`src/common/trace_pkg.sv`:
```
package trace_pkg;

  ////////////////////////////////////////
  // widths
  ////////////////////////////////////////

  localparam int xlen       = 32;  // pc and register values
  localparam int stream_w   = 32;  // one stream word
  localparam int reg_addr_w = 5;

  ////////////////////////////////////////
  // frame layout
  ////////////////////////////////////////

  // header is dst mac, src mac, ethertype, tag, lowest word first
  localparam int hdr_words     = 5;
  localparam int payload_words = 4;  // pc, instr, flags, gpr value
  localparam int frame_words   = hdr_words + payload_words;

  localparam logic [15:0] ethertype_trace = 16'h005c;

  localparam logic [47:0] board_mac = 48'h1654_1111_6843;
  localparam logic [47:0] host_mac  = 48'h8f54_0000_4502;

  // tags are ascii, byte reversed so the first character goes out first
  localparam logic [47:0] tag_trace   = 48'h7265_6361_7274;  // "tracer"
  localparam logic [47:0] tag_trigger = 48'h6e69_6769_7274;  // "trigin"
  localparam logic [47:0] tag_slow    = 48'h656d_776f_6c73;  // "slowme"

  // board to host
  localparam logic [hdr_words*stream_w-1:0] trace_header = {
    tag_trace, ethertype_trace, board_mac, host_mac
  };

  // host to board, matched on the receive side
  localparam logic [hdr_words*stream_w-1:0] trigger_pattern = {
    tag_trigger, ethertype_trace, host_mac, board_mac
  };

  localparam logic [hdr_words*stream_w-1:0] slow_pattern = {
    tag_slow, ethertype_trace, host_mac, board_mac
  };

  ////////////////////////////////////////
  // host slowdown
  ////////////////////////////////////////

  localparam int stall_cnt_w = 16;

endpackage

```
`src/trace/trace_capture.sv`:
```
module trace_capture (
  input  logic                           clk,
  input  logic                           arst_n,
  // retire port from the core
  input  logic                           retire_valid,
  input  logic [trace_pkg::xlen-1:0]     pc,
  input  logic [31:0]                    instr,
  input  logic                           trap,
  input  logic                           gpr_wen,
  input  logic [trace_pkg::reg_addr_w-1:0] gpr_addr,
  input  logic [trace_pkg::xlen-1:0]     gpr_value,
  // buffered record to the packetizer
  input  logic                           rec_take,
  output logic                           rec_valid,
  output logic [trace_pkg::xlen-1:0]     rec_pc,
  output logic [31:0]                    rec_instr,
  output logic                           rec_trap,
  output logic                           rec_gpr_wen,
  output logic [trace_pkg::reg_addr_w-1:0] rec_gpr_addr,
  output logic [trace_pkg::xlen-1:0]     rec_gpr_value,
  output logic                           trace_stall
);

  logic full;

  // retire wins, the core cannot retire into a full buffer anyway
  always_ff @(posedge clk or negedge arst_n) begin
    if (!arst_n) begin
      full <= 1'b0;
    end else if (retire_valid) begin
      full <= 1'b1;
    end else if (rec_take) begin
      full <= 1'b0;
    end
  end

  always_ff @(posedge clk) begin
    if (retire_valid) begin
      rec_pc        <= pc;
      rec_instr     <= instr;
      rec_trap      <= trap;
      rec_gpr_wen   <= gpr_wen;
      rec_gpr_addr  <= gpr_addr;
      rec_gpr_value <= gpr_value;
    end
  end

  assign rec_valid   = full;
  assign trace_stall = full;  // hold the core until the slot drains

endmodule

```
`src/trace/trace_packetizer.sv`:
```
module trace_packetizer (
  input  logic                           clk,
  input  logic                           arst_n,
  // record from the capture buffer
  input  logic                           rec_valid,
  input  logic [trace_pkg::xlen-1:0]     rec_pc,
  input  logic [31:0]                    rec_instr,
  input  logic                           rec_trap,
  input  logic                           rec_gpr_wen,
  input  logic [trace_pkg::reg_addr_w-1:0] rec_gpr_addr,
  input  logic [trace_pkg::xlen-1:0]     rec_gpr_value,
  output logic                           rec_take,
  // transmit stream
  output logic [trace_pkg::stream_w-1:0] tx_data,
  output logic                           tx_valid,
  output logic                           tx_last,
  input  logic                           tx_ready
);

  import trace_pkg::*;

  logic                          busy;
  logic [$clog2(frame_words)-1:0] cnt;  // word index within the frame
  logic                          fire;

  // local copy of the record being sent
  logic [xlen-1:0]       pc_q;
  logic [31:0]           instr_q;
  logic                  trap_q;
  logic                  gpr_wen_q;
  logic [reg_addr_w-1:0] gpr_addr_q;
  logic [xlen-1:0]       gpr_value_q;

  assign fire     = tx_valid & tx_ready;
  assign tx_valid = busy;
  assign tx_last  = (cnt == frame_words - 1);

  // take when idle, or right as the last word leaves
  assign rec_take = rec_valid & (~busy | (fire & tx_last));

  always_ff @(posedge clk or negedge arst_n) begin
    if (!arst_n) begin
      busy <= 1'b0;
      cnt  <= '0;
    end else begin
      if (rec_take) begin
        busy <= 1'b1;
      end else if (fire && tx_last) begin
        busy <= 1'b0;
      end
      if (fire) begin
        cnt <= tx_last ? '0 : cnt + 1'b1;
      end
    end
  end

  always_ff @(posedge clk) begin
    if (rec_take) begin
      pc_q        <= rec_pc;
      instr_q     <= rec_instr;
      trap_q      <= rec_trap;
      gpr_wen_q   <= rec_gpr_wen;
      gpr_addr_q  <= rec_gpr_addr;
      gpr_value_q <= rec_gpr_value;
    end
  end

  ////////////////////////////////////////
  // word select
  ////////////////////////////////////////

  always_comb begin
    case (cnt)
      hdr_words:     tx_data = pc_q;
      hdr_words + 1: tx_data = instr_q;
      hdr_words + 2: tx_data = {23'b0, trap_q, 2'b0, gpr_wen_q, gpr_addr_q};  // flags
      hdr_words + 3: tx_data = gpr_value_q;
      default:       tx_data = trace_header[cnt*stream_w +: stream_w];
    endcase
  end

endmodule

```
`src/host/frame_matcher.sv`:
```
module frame_matcher #(
  parameter logic [trace_pkg::hdr_words*trace_pkg::stream_w-1:0] pattern =
    trace_pkg::trigger_pattern
) (
  input  logic                           clk,
  input  logic                           arst_n,
  // receive stream, always accepted
  input  logic [trace_pkg::stream_w-1:0] rx_data,
  input  logic                           rx_valid,
  input  logic                           rx_last,
  output logic                           hit,
  output logic [trace_pkg::stream_w-1:0] msg
);

  import trace_pkg::*;

  logic [$clog2(frame_words)-1:0] idx;  // saturates past the message word
  logic                          mismatch;
  logic                          word_bad;

  // only header words are compared
  assign word_bad = (idx < hdr_words) && (rx_data != pattern[idx*stream_w +: stream_w]);

  always_ff @(posedge clk or negedge arst_n) begin
    if (!arst_n) begin
      idx      <= '0;
      mismatch <= 1'b0;
      hit      <= 1'b0;
    end else begin
      hit <= 1'b0;
      if (rx_valid) begin
        if (rx_last) begin
          // idx at or past hdr_words means the message word is in
          hit      <= ~mismatch & (idx >= hdr_words);
          idx      <= '0;
          mismatch <= 1'b0;
        end else begin
          mismatch <= mismatch | word_bad;
          if (idx <= hdr_words) begin
            idx <= idx + 1'b1;
          end
        end
      end
    end
  end

  // sixth word of the frame
  always_ff @(posedge clk) begin
    if (rx_valid && idx == hdr_words) begin
      msg <= rx_data;
    end
  end

endmodule

```
`src/host/host_stall_timer.sv`:
```
module host_stall_timer (
  input  logic                           clk,
  input  logic                           arst_n,
  input  logic                           hit,
  input  logic [trace_pkg::stream_w-1:0] msg,
  output logic                           host_stall
);

  import trace_pkg::*;

  logic [stall_cnt_w-1:0] cnt;

  // a new hit reloads, even mid count
  always_ff @(posedge clk or negedge arst_n) begin
    if (!arst_n) begin
      cnt <= '0;
    end else if (hit) begin
      cnt <= msg[stall_cnt_w-1:0];  // upper bits ignored
    end else if (cnt != '0) begin
      cnt <= cnt - 1'b1;
    end
  end

  assign host_stall = (cnt != '0);

endmodule

```
`src/verilog/trace_link_top.sv`:
```
module trace_link_top (
  input  logic                           clk,
  input  logic                           arst_n,
  // retire port
  input  logic                           retire_valid,
  input  logic [trace_pkg::xlen-1:0]     pc,
  input  logic [31:0]                    instr,
  input  logic                           trap,
  input  logic                           gpr_wen,
  input  logic [trace_pkg::reg_addr_w-1:0] gpr_addr,
  input  logic [trace_pkg::xlen-1:0]     gpr_value,
  // transmit stream to the host
  output logic [trace_pkg::stream_w-1:0] tx_data,
  output logic                           tx_valid,
  output logic                           tx_last,
  input  logic                           tx_ready,
  // receive stream from the host
  input  logic [trace_pkg::stream_w-1:0] rx_data,
  input  logic                           rx_valid,
  input  logic                           rx_last,
  output logic                           trigger,
  output logic                           ext_stall
);

  import trace_pkg::*;

  logic                  rec_valid, rec_take;
  logic [xlen-1:0]       rec_pc, rec_gpr_value;
  logic [31:0]           rec_instr;
  logic                  rec_trap, rec_gpr_wen;
  logic [reg_addr_w-1:0] rec_gpr_addr;
  logic                  trace_stall, host_stall;
  logic                  slow_hit;
  logic [stream_w-1:0]   slow_msg;

  ////////////////////////////////////////
  // trace path
  ////////////////////////////////////////

  trace_capture u_capture (
    .clk, .arst_n, .retire_valid, .pc, .instr, .trap, .gpr_wen, .gpr_addr, .gpr_value,
    .rec_take, .rec_valid, .rec_pc, .rec_instr, .rec_trap, .rec_gpr_wen, .rec_gpr_addr,
    .rec_gpr_value, .trace_stall
  );

  trace_packetizer u_packetizer (
    .clk, .arst_n, .rec_valid, .rec_pc, .rec_instr, .rec_trap, .rec_gpr_wen, .rec_gpr_addr,
    .rec_gpr_value, .rec_take, .tx_data, .tx_valid, .tx_last, .tx_ready
  );

  ////////////////////////////////////////
  // host requests
  ////////////////////////////////////////

  // both matchers listen to the same stream
  frame_matcher #(.pattern(trigger_pattern)) trigger_match (
    .clk, .arst_n, .rx_data, .rx_valid, .rx_last, .hit(trigger), .msg()
  );

  frame_matcher #(.pattern(slow_pattern)) slow_match (
    .clk, .arst_n, .rx_data, .rx_valid, .rx_last, .hit(slow_hit), .msg(slow_msg)
  );

  host_stall_timer u_stall_timer (
    .clk, .arst_n, .hit(slow_hit), .msg(slow_msg), .host_stall
  );

  assign ext_stall = trace_stall | host_stall;  // either source holds the core

endmodule

```
`config.mk`:
```
export PLATFORM = sky130hd
export DESIGN_NAME = trace_link_top
export DESIGN_NICKNAME = d
export VERILOG_FILES = /design/src/common/trace_pkg.sv /design/src/trace/trace_capture.sv /design/src/trace/trace_packetizer.sv /design/src/host/frame_matcher.sv /design/src/host/host_stall_timer.sv /design/src/verilog/trace_link_top.sv
export SDC_FILE = /design/constraint.sdc
export NUM_CORES = 1
export LEC_CHECK = 0
export BUFFER_PORTS_ARGS = -buffer_cell sky130_fd_sc_hd__buf_2
export CELL_PAD_IN_SITES_DETAIL_PLACEMENT = 0
export CELL_PAD_IN_SITES_GLOBAL_PLACEMENT = 2
export CORE_MARGIN = 10
export CORE_UTILIZATION = 35
export CTS_CLUSTER_DIAMETER = 200
export DETAILED_ROUTE_END_ITERATION = 10
export PLACE_DENSITY_LB_ADDON = 0.1
export SLEW_MARGIN = 15
export SYNTH_ARGS = -nofsm -noshare
export SYNTH_HDL_FRONTEND = slang
export SYNTH_SLANG_ARGS = --single-unit
```
`constraint.sdc`:
```
create_clock -name clk -period 4.6 [get_ports clk]
set_clock_uncertainty 0.2 [all_clocks]
set_input_delay 0.69 -clock clk [delete_from_list [all_inputs] [get_ports clk]]
set_output_delay 0.69 -clock clk [all_outputs]
set_load 0.02 [all_outputs]
```
# Word level (Yosys, flattened, before mapping)
# Index checks and enable logic that the tools add are counted.
# op_classes
n_addsub	4
n_mul	0
div_mod_pow	0
magnitude_cmp	6
n_eq_ne	7
shift	3
mux	18
n_bitwise	12
n_reduce_logical	12
# ops
op	count
160-bit by 10-bit indexed part select with 32-bit output, first input constant	3
32-bit case mux with 4 select lines	1
32-bit inequality test	2
16-bit two-way mux	2
4-bit two-way mux	5
4-bit by 3-bit equality test with 1-bit output, second input constant	4
16-bit nonzero test	1
16-bit by 1-bit subtractor with 16-bit output, second input constant	1
4-bit by 1-bit adder with 4-bit output, second input constant	3
1-bit two-way mux	10
2-bit nonzero test	5
4-bit by 3-bit greater-or-equal comparator with 1-bit output, second input constant	2
4-bit by 3-bit less-or-equal comparator with 1-bit output, second input constant	2
4-bit by 3-bit < comparator with 1-bit output, second input constant	2
1-bit AND	5
4-bit equality test, second input constant	1
1-bit logical AND	4
1-bit OR	4
2-bit AND reduction	2
1-bit inverter	3
# totals
register_bits	256
latchBits	0
mem_bits_rw	0
mem_bits_ro	0
in_bits	141
output_inout_bits	36
wordCells	85
mem_count	0

# Depth between registers and ports, before layout
# depth
ltp_word	6
ltp_mapped	9
depth_no_buf	8

# Cells and area by module
# From an unflattened synthesis, not the netlist that was laid out.
# hier_totals
cells_unflattened	777
hier_area_um2	12194.2
# by_module_without_submodules
module	n_inst	cells_per_inst	area_per_inst_um2	seq_area_each_um2
trace_packetizer	1	270	4339.2	3218.1
trace_capture	1	107	3136.8	3118.0
frame_matcher (trigger_match)	1	148	1875.5	1111.1
frame_matcher (slow_match)	1	146	1829.3	1111.1
host_stall_timer	1	105	1007.2	400.4
trace_link_top	1	1	6.3	0.0

# Worst setup path after synthesis
# No wires, ideal clock.
# synth_path
kind	flip-flop to flip-flop
startpoint	register u_packetizer.cnt[0]
endpoint	register u_packetizer.gpr_addr_q[0], enable pin
setup_time_ns	0.473
arrival_ns	3.636
required_ns	3.927
slack_ns	0.291
stages_incl_launch_ff	8
n_path_buf	1
period_less_slack_ns	4.309
cell_sequence	dfrtp_1 -> inv_1 -> ha_1 -> and3_1 -> clkbuf_1 -> nand2_1 -> nand2_1 -> and2_1
# synth_between
elab_chain_cells	4
# synth_lines
element	line	rtl
start: declaration	trace_packetizer.sv:23	logic [$clog2(frame_words)-1:0] cnt;
start signal: assignment	trace_packetizer.sv:52	cnt <= tx_last ? '0 : cnt + 1'b1;
4-bit equality test	trace_packetizer.sv:36	assign tx_last = (cnt == frame_words - 1);
1-bit AND	trace_packetizer.sv:39	assign rec_take = rec_valid & (~busy | (fire & tx_last));
1-bit OR	trace_packetizer.sv:39	
1-bit AND	trace_packetizer.sv:39	
via rec_take	trace_link_top.sv:27	logic rec_valid, rec_take;
end signal: assignment	trace_packetizer.sv:63	gpr_addr_q <= rec_gpr_addr;
end: declaration	trace_packetizer.sv:31	logic [reg_addr_w-1:0] gpr_addr_q;
# The timed path passes the listed nets, and every way through them passes these cells.
# A chain may end at the register's enable or synchronous reset.

# Final worst setup path
# layout_path
startpoint	register u_packetizer.cnt[0]
endpoint	output port tx_data[14] in the netlist's numbering
# layout_between
elab_chain_cells	2
elab_cells_between_ends	6
cone_classes	4 x eq/ne; 1 x shift; 1 x mux
# layout_lines
element	line	rtl
160-bit by 10-bit indexed part select with 32-bit output, or another cell as far along	trace_packetizer.sv:78	default: tx_data = trace_header[cnt*stream_w +: stream_w];
32-bit case mux with 4 select lines *	trace_packetizer.sv:73	case (cnt)
end: declaration	trace_link_top.sv:13	output logic [trace_pkg::stream_w-1:0] tx_data,
# Every way passes the cells marked *; elsewhere a longest branch is shown, timed or not.

==> results.cfg <==
[yosys]
synth_warn = 0
synth_top_cell_by_area = sky130_fd_sc_hd__edfxtp_1
seq_area_frac_synth = 0.720
yosys.area.top_type_share = 0.638
synth.ff_latch_count = 256
ys_dominant_reg_cell = sky130_fd_sc_hd__edfxtp_1
avgSynthCellArea_um2 = 14.4
mappedNetlistNets = 891
synthesis.instances = 727
synth.lib_cells_used.distinct = 67
synth_area_leaders = sky130_fd_sc_hd__edfxtp_1 (64%), sky130_fd_sc_hd__dfrtp_1 (8.1%), sky130_fd_sc_hd__ha_1 (2.8%)
number_of_enable_type_register_cells_in_the_synthesized_netlist = 222
async_sr_flop_fraction = 0.133
syn_area_mm2 = 0.0104

[floorplan]
floorplan.core_area_mm2 = 0.0296
floorplan.io_pins = 177
initial_utilization = 0.353
std_cell_rows = 63
die_area_mm2 = 0.0372
die_h_um = 193
die_w_um = 193

[clock_network]
post_cts.repair.setup_buffers = 0
clk_pin_slew_worst_setup_hold_paths_ns = 0.06
cts_hold_buf = 0
htree_num_levels = 1
tritoncts_num_sinks = 256
cts_buffers = 28
cts.repair.resized = 0
clock_latency_ns = 0.53
clock_tree.root_cell = sky130_fd_sc_hd__clkbuf_16
clock_tree.buffer_depth = 3
tritoncts = yes

[place]
dpl.hpwl_mm = 19.0
gpl.final_weighted_congestion = 0.779
pre_cts_ws_ns = 1.02
placed_instances = 1272
io_buffer_count = 176

[timing]
timing_worst_slew_pin_value_ns = 0.909
finalCritPeriodShare = 0.859
timing.slew.headroom = 0.394
totalNegativeSetupSlack_ns = 0
report.final.slew_viol_count = 0
finalWorstPathRequiredPeriod_ns = 3.95
setup_repair_after_global_routing_missed_its_margin = false
hold-worst-slack_ns = 0.0722
setup_viol_count_final = 0
hold_violations = 0
achievable-frequency_mhz = 253
finalWorstSetupSlack_ns = 0.650

[layout]
multi_input_area_mm2 = 0.00272
syn_to_final_growth_pct = 21.6
nets = 1076
postLayoutCoreUtil = 0.430
layout_cells_sized_above_1 = 0.264
final_common_cell = sky130_fd_sc_hd__edfxtp_1
layout_common_cells = sky130_fd_sc_hd__edfxtp_1 (222), sky130_fd_sc_hd__buf_2 (175), sky130_fd_sc_hd__nand2_1 (58)
ff_latch_area_mm2 = 0.00752
num-fill-cells = 2785
final_cells = 1325

[pwr]
power_per_cell_area_mw_per_mm2 = 584
power.share.switching = 0.321
intPower_mw = 5.04
seq_power_share = 0.431
total_switching_power_mw = 2.38
p_comb_frac = 0.264
max-vdd-ir-drop_mv = 0.294
p_leak_nw = 4.81
power.clock.fraction = 0.305

[setup_path]
critical_path.reg2reg.endpoint = u_packetizer.instr_q[22]
critical_path.endpoint_type = primary output
rr_startpoint = u_packetizer.cnt[1]
critPathLaunchType = register
reg2reg_slack_ns = 1.05
max_stage_delay_ns = 0.66
cp_cell_sequence = inv_1 -> ha_1 -> inv_1 -> nor3_2 -> buf_4 -> a22o_1 -> a211o_1 -> buf_2
timing.critical_path.required_ns = 3.71
worstSetupPathType = reg2out
worstPathMaxFanout = 13
critPathBufInv = 4
critical-path-top-delay-family = buffers and inverters
most_frequent_cell_on_the_critical_path = sky130_fd_sc_hd__inv_1
cpMaxStageDelayCell = sky130_fd_sc_hd__nor3_2
crit_path_dat_ns = 3.06
timing.reg2reg.worst_path_depth = 7

[job]
maxCapViolCount = 0

[detailed_routing]
avgRoutedWirePerCell_um = 20.3
vias_per_cell = 5.02
detailedRoute.firstPassIterationCount = 5
vias = 6648
drc_violations_left = 0
antenna_violating_nets_post_route = 0
routed_wl_mm = 26.9
first_iter_violations = 389

[global_routing]
grt_antenna_before_repair = 1
grt_use_total = 0.140
grt_first_pass_wirelength_mm = 40.6
via_count_of_the_first_global_routing_pass = 6997
grt-ovfl-total = 0
grt_start_max_net_pins = 52

[outcome]
run_status = finished, final reports clean

[worst_hold_path]
hold_class = in2async
==> through the flow <==
step	cell area, µm²	power [mW]
after floorplan	10400	4.52
after global routing	12700	7.85
after detailed placement	11800	5.22
after global placement	11800	5.19
final	12700	7.42
after CTS	12700	7.52
==> flip-flops by register name, summed over array words and instances, names as in the netlist, 4 cells and up <==
name                      count
u_stall_timer.cnt            16
u_capture.rec_gpr_addr        5
slow_match.idx                4
u_capture.rec_instr          32
trigger_match.idx             4
u_packetizer.gpr_addr_q       5
u_packetizer.cnt              4
u_packetizer.instr_q         32
slow_match.msg               16
u_capture.rec_gpr_value      32
u_packetizer.pc_q            32
u_packetizer.gpr_value_q     32
u_capture.rec_pc             32
==> cell families (layout without fill, tap and decap cells) <==
logic type	after synthesis	after routing	share of synthesized area
flops	256	256	0.720
simple gates	196	196	0.0981
mux	7	7	0.00695
fa+ha+maj	23	23	0.0275
buf+inv	53	260	0.0211
xor+xnor	25	25	0.0210
other cells	0	1	0
compound gates	167	167	0.106
==> final cells by class <==
cell class,count,area share
sequential,256,0.592
multi-input combinational,418,0.214
timing repair buffer,186,0.0754
clock buffer,35,0.0589
tap,390,0.0384
clock inverter,17,0.0151
inverter,22,0.00650
antenna,1,0.000197
==> routing by layer <==
metal / track usage / routed length, µm / share of wire
met5: 0 / 0 / 0
met4: 0.0337 / 420 / 0.016
met3: 0.0327 / 1670 / 0.062
met2: 0.215 / 12400 / 0.46
met1: 0.197 / 12400 / 0.46
==> worst max path at each step <==
stage	to	start	cells after the start	slack [ns]
2_1_floorplan	u_packetizer.gpr_addr_q[0]	u_packetizer.cnt[0]	7	0.29
3_3_place_gp	u_packetizer.pc_q[6]	u_packetizer.cnt[0]	7	1.19
3_5_place_dp	u_packetizer.gpr_value_q[10]	u_packetizer.cnt[1]	7	1.02
4_1_cts	tx_data[4]	u_packetizer.cnt[0]	8	0.58
5_1_grt	tx_data[4]	u_packetizer.cnt[0]	8	0.42
6_report	tx_data[14]	u_packetizer.cnt[0]	8	0.65
==> worst register-to-register path: stages, from the launching register on <==
cell,delay [ns]
sky130_fd_sc_hd__dfrtp_1,0.49
sky130_fd_sc_hd__inv_1,0.15
sky130_fd_sc_hd__ha_1,0.33
sky130_fd_sc_hd__and3_2,0.73
sky130_fd_sc_hd__nand2_1,0.17
sky130_fd_sc_hd__nand2_1,0.12
sky130_fd_sc_hd__and2_4,0.58
sky130_fd_sc_hd__buf_4,0.46
==> cell usage after synthesis, drive strengths merged, types with 4 or more instances <==
master,n
nand4,4
a21o,4
nor3,22
inv,21
clkbuf,23
and3,9
a22oi,26
mux2i,5
nand2,59
nand2b,17
o21ai,38
edfxtp,222
nand3,25
or2,5
o22ai,7
nor2,23
xor2,9
nor4,8
dfrtp,34
a21oi,38
a22o,5
a222oi,6
xnor2,16
a31oi,12
buf,8
ha,23
and2,4
or3,5
==> power by group through the flow <==
stage	Combinational (mW)	Sequential [mW]	Clock [mW]
after CTS	1.99	3.20	2.34
after detailed placement	1.98	3.24	0
after floorplan	1.38	3.14	0
final	1.96	3.20	2.26
after global placement	1.96	3.23	0
after global routing	2.18	3.24	2.43
Power figures use the tool's default switching activity.
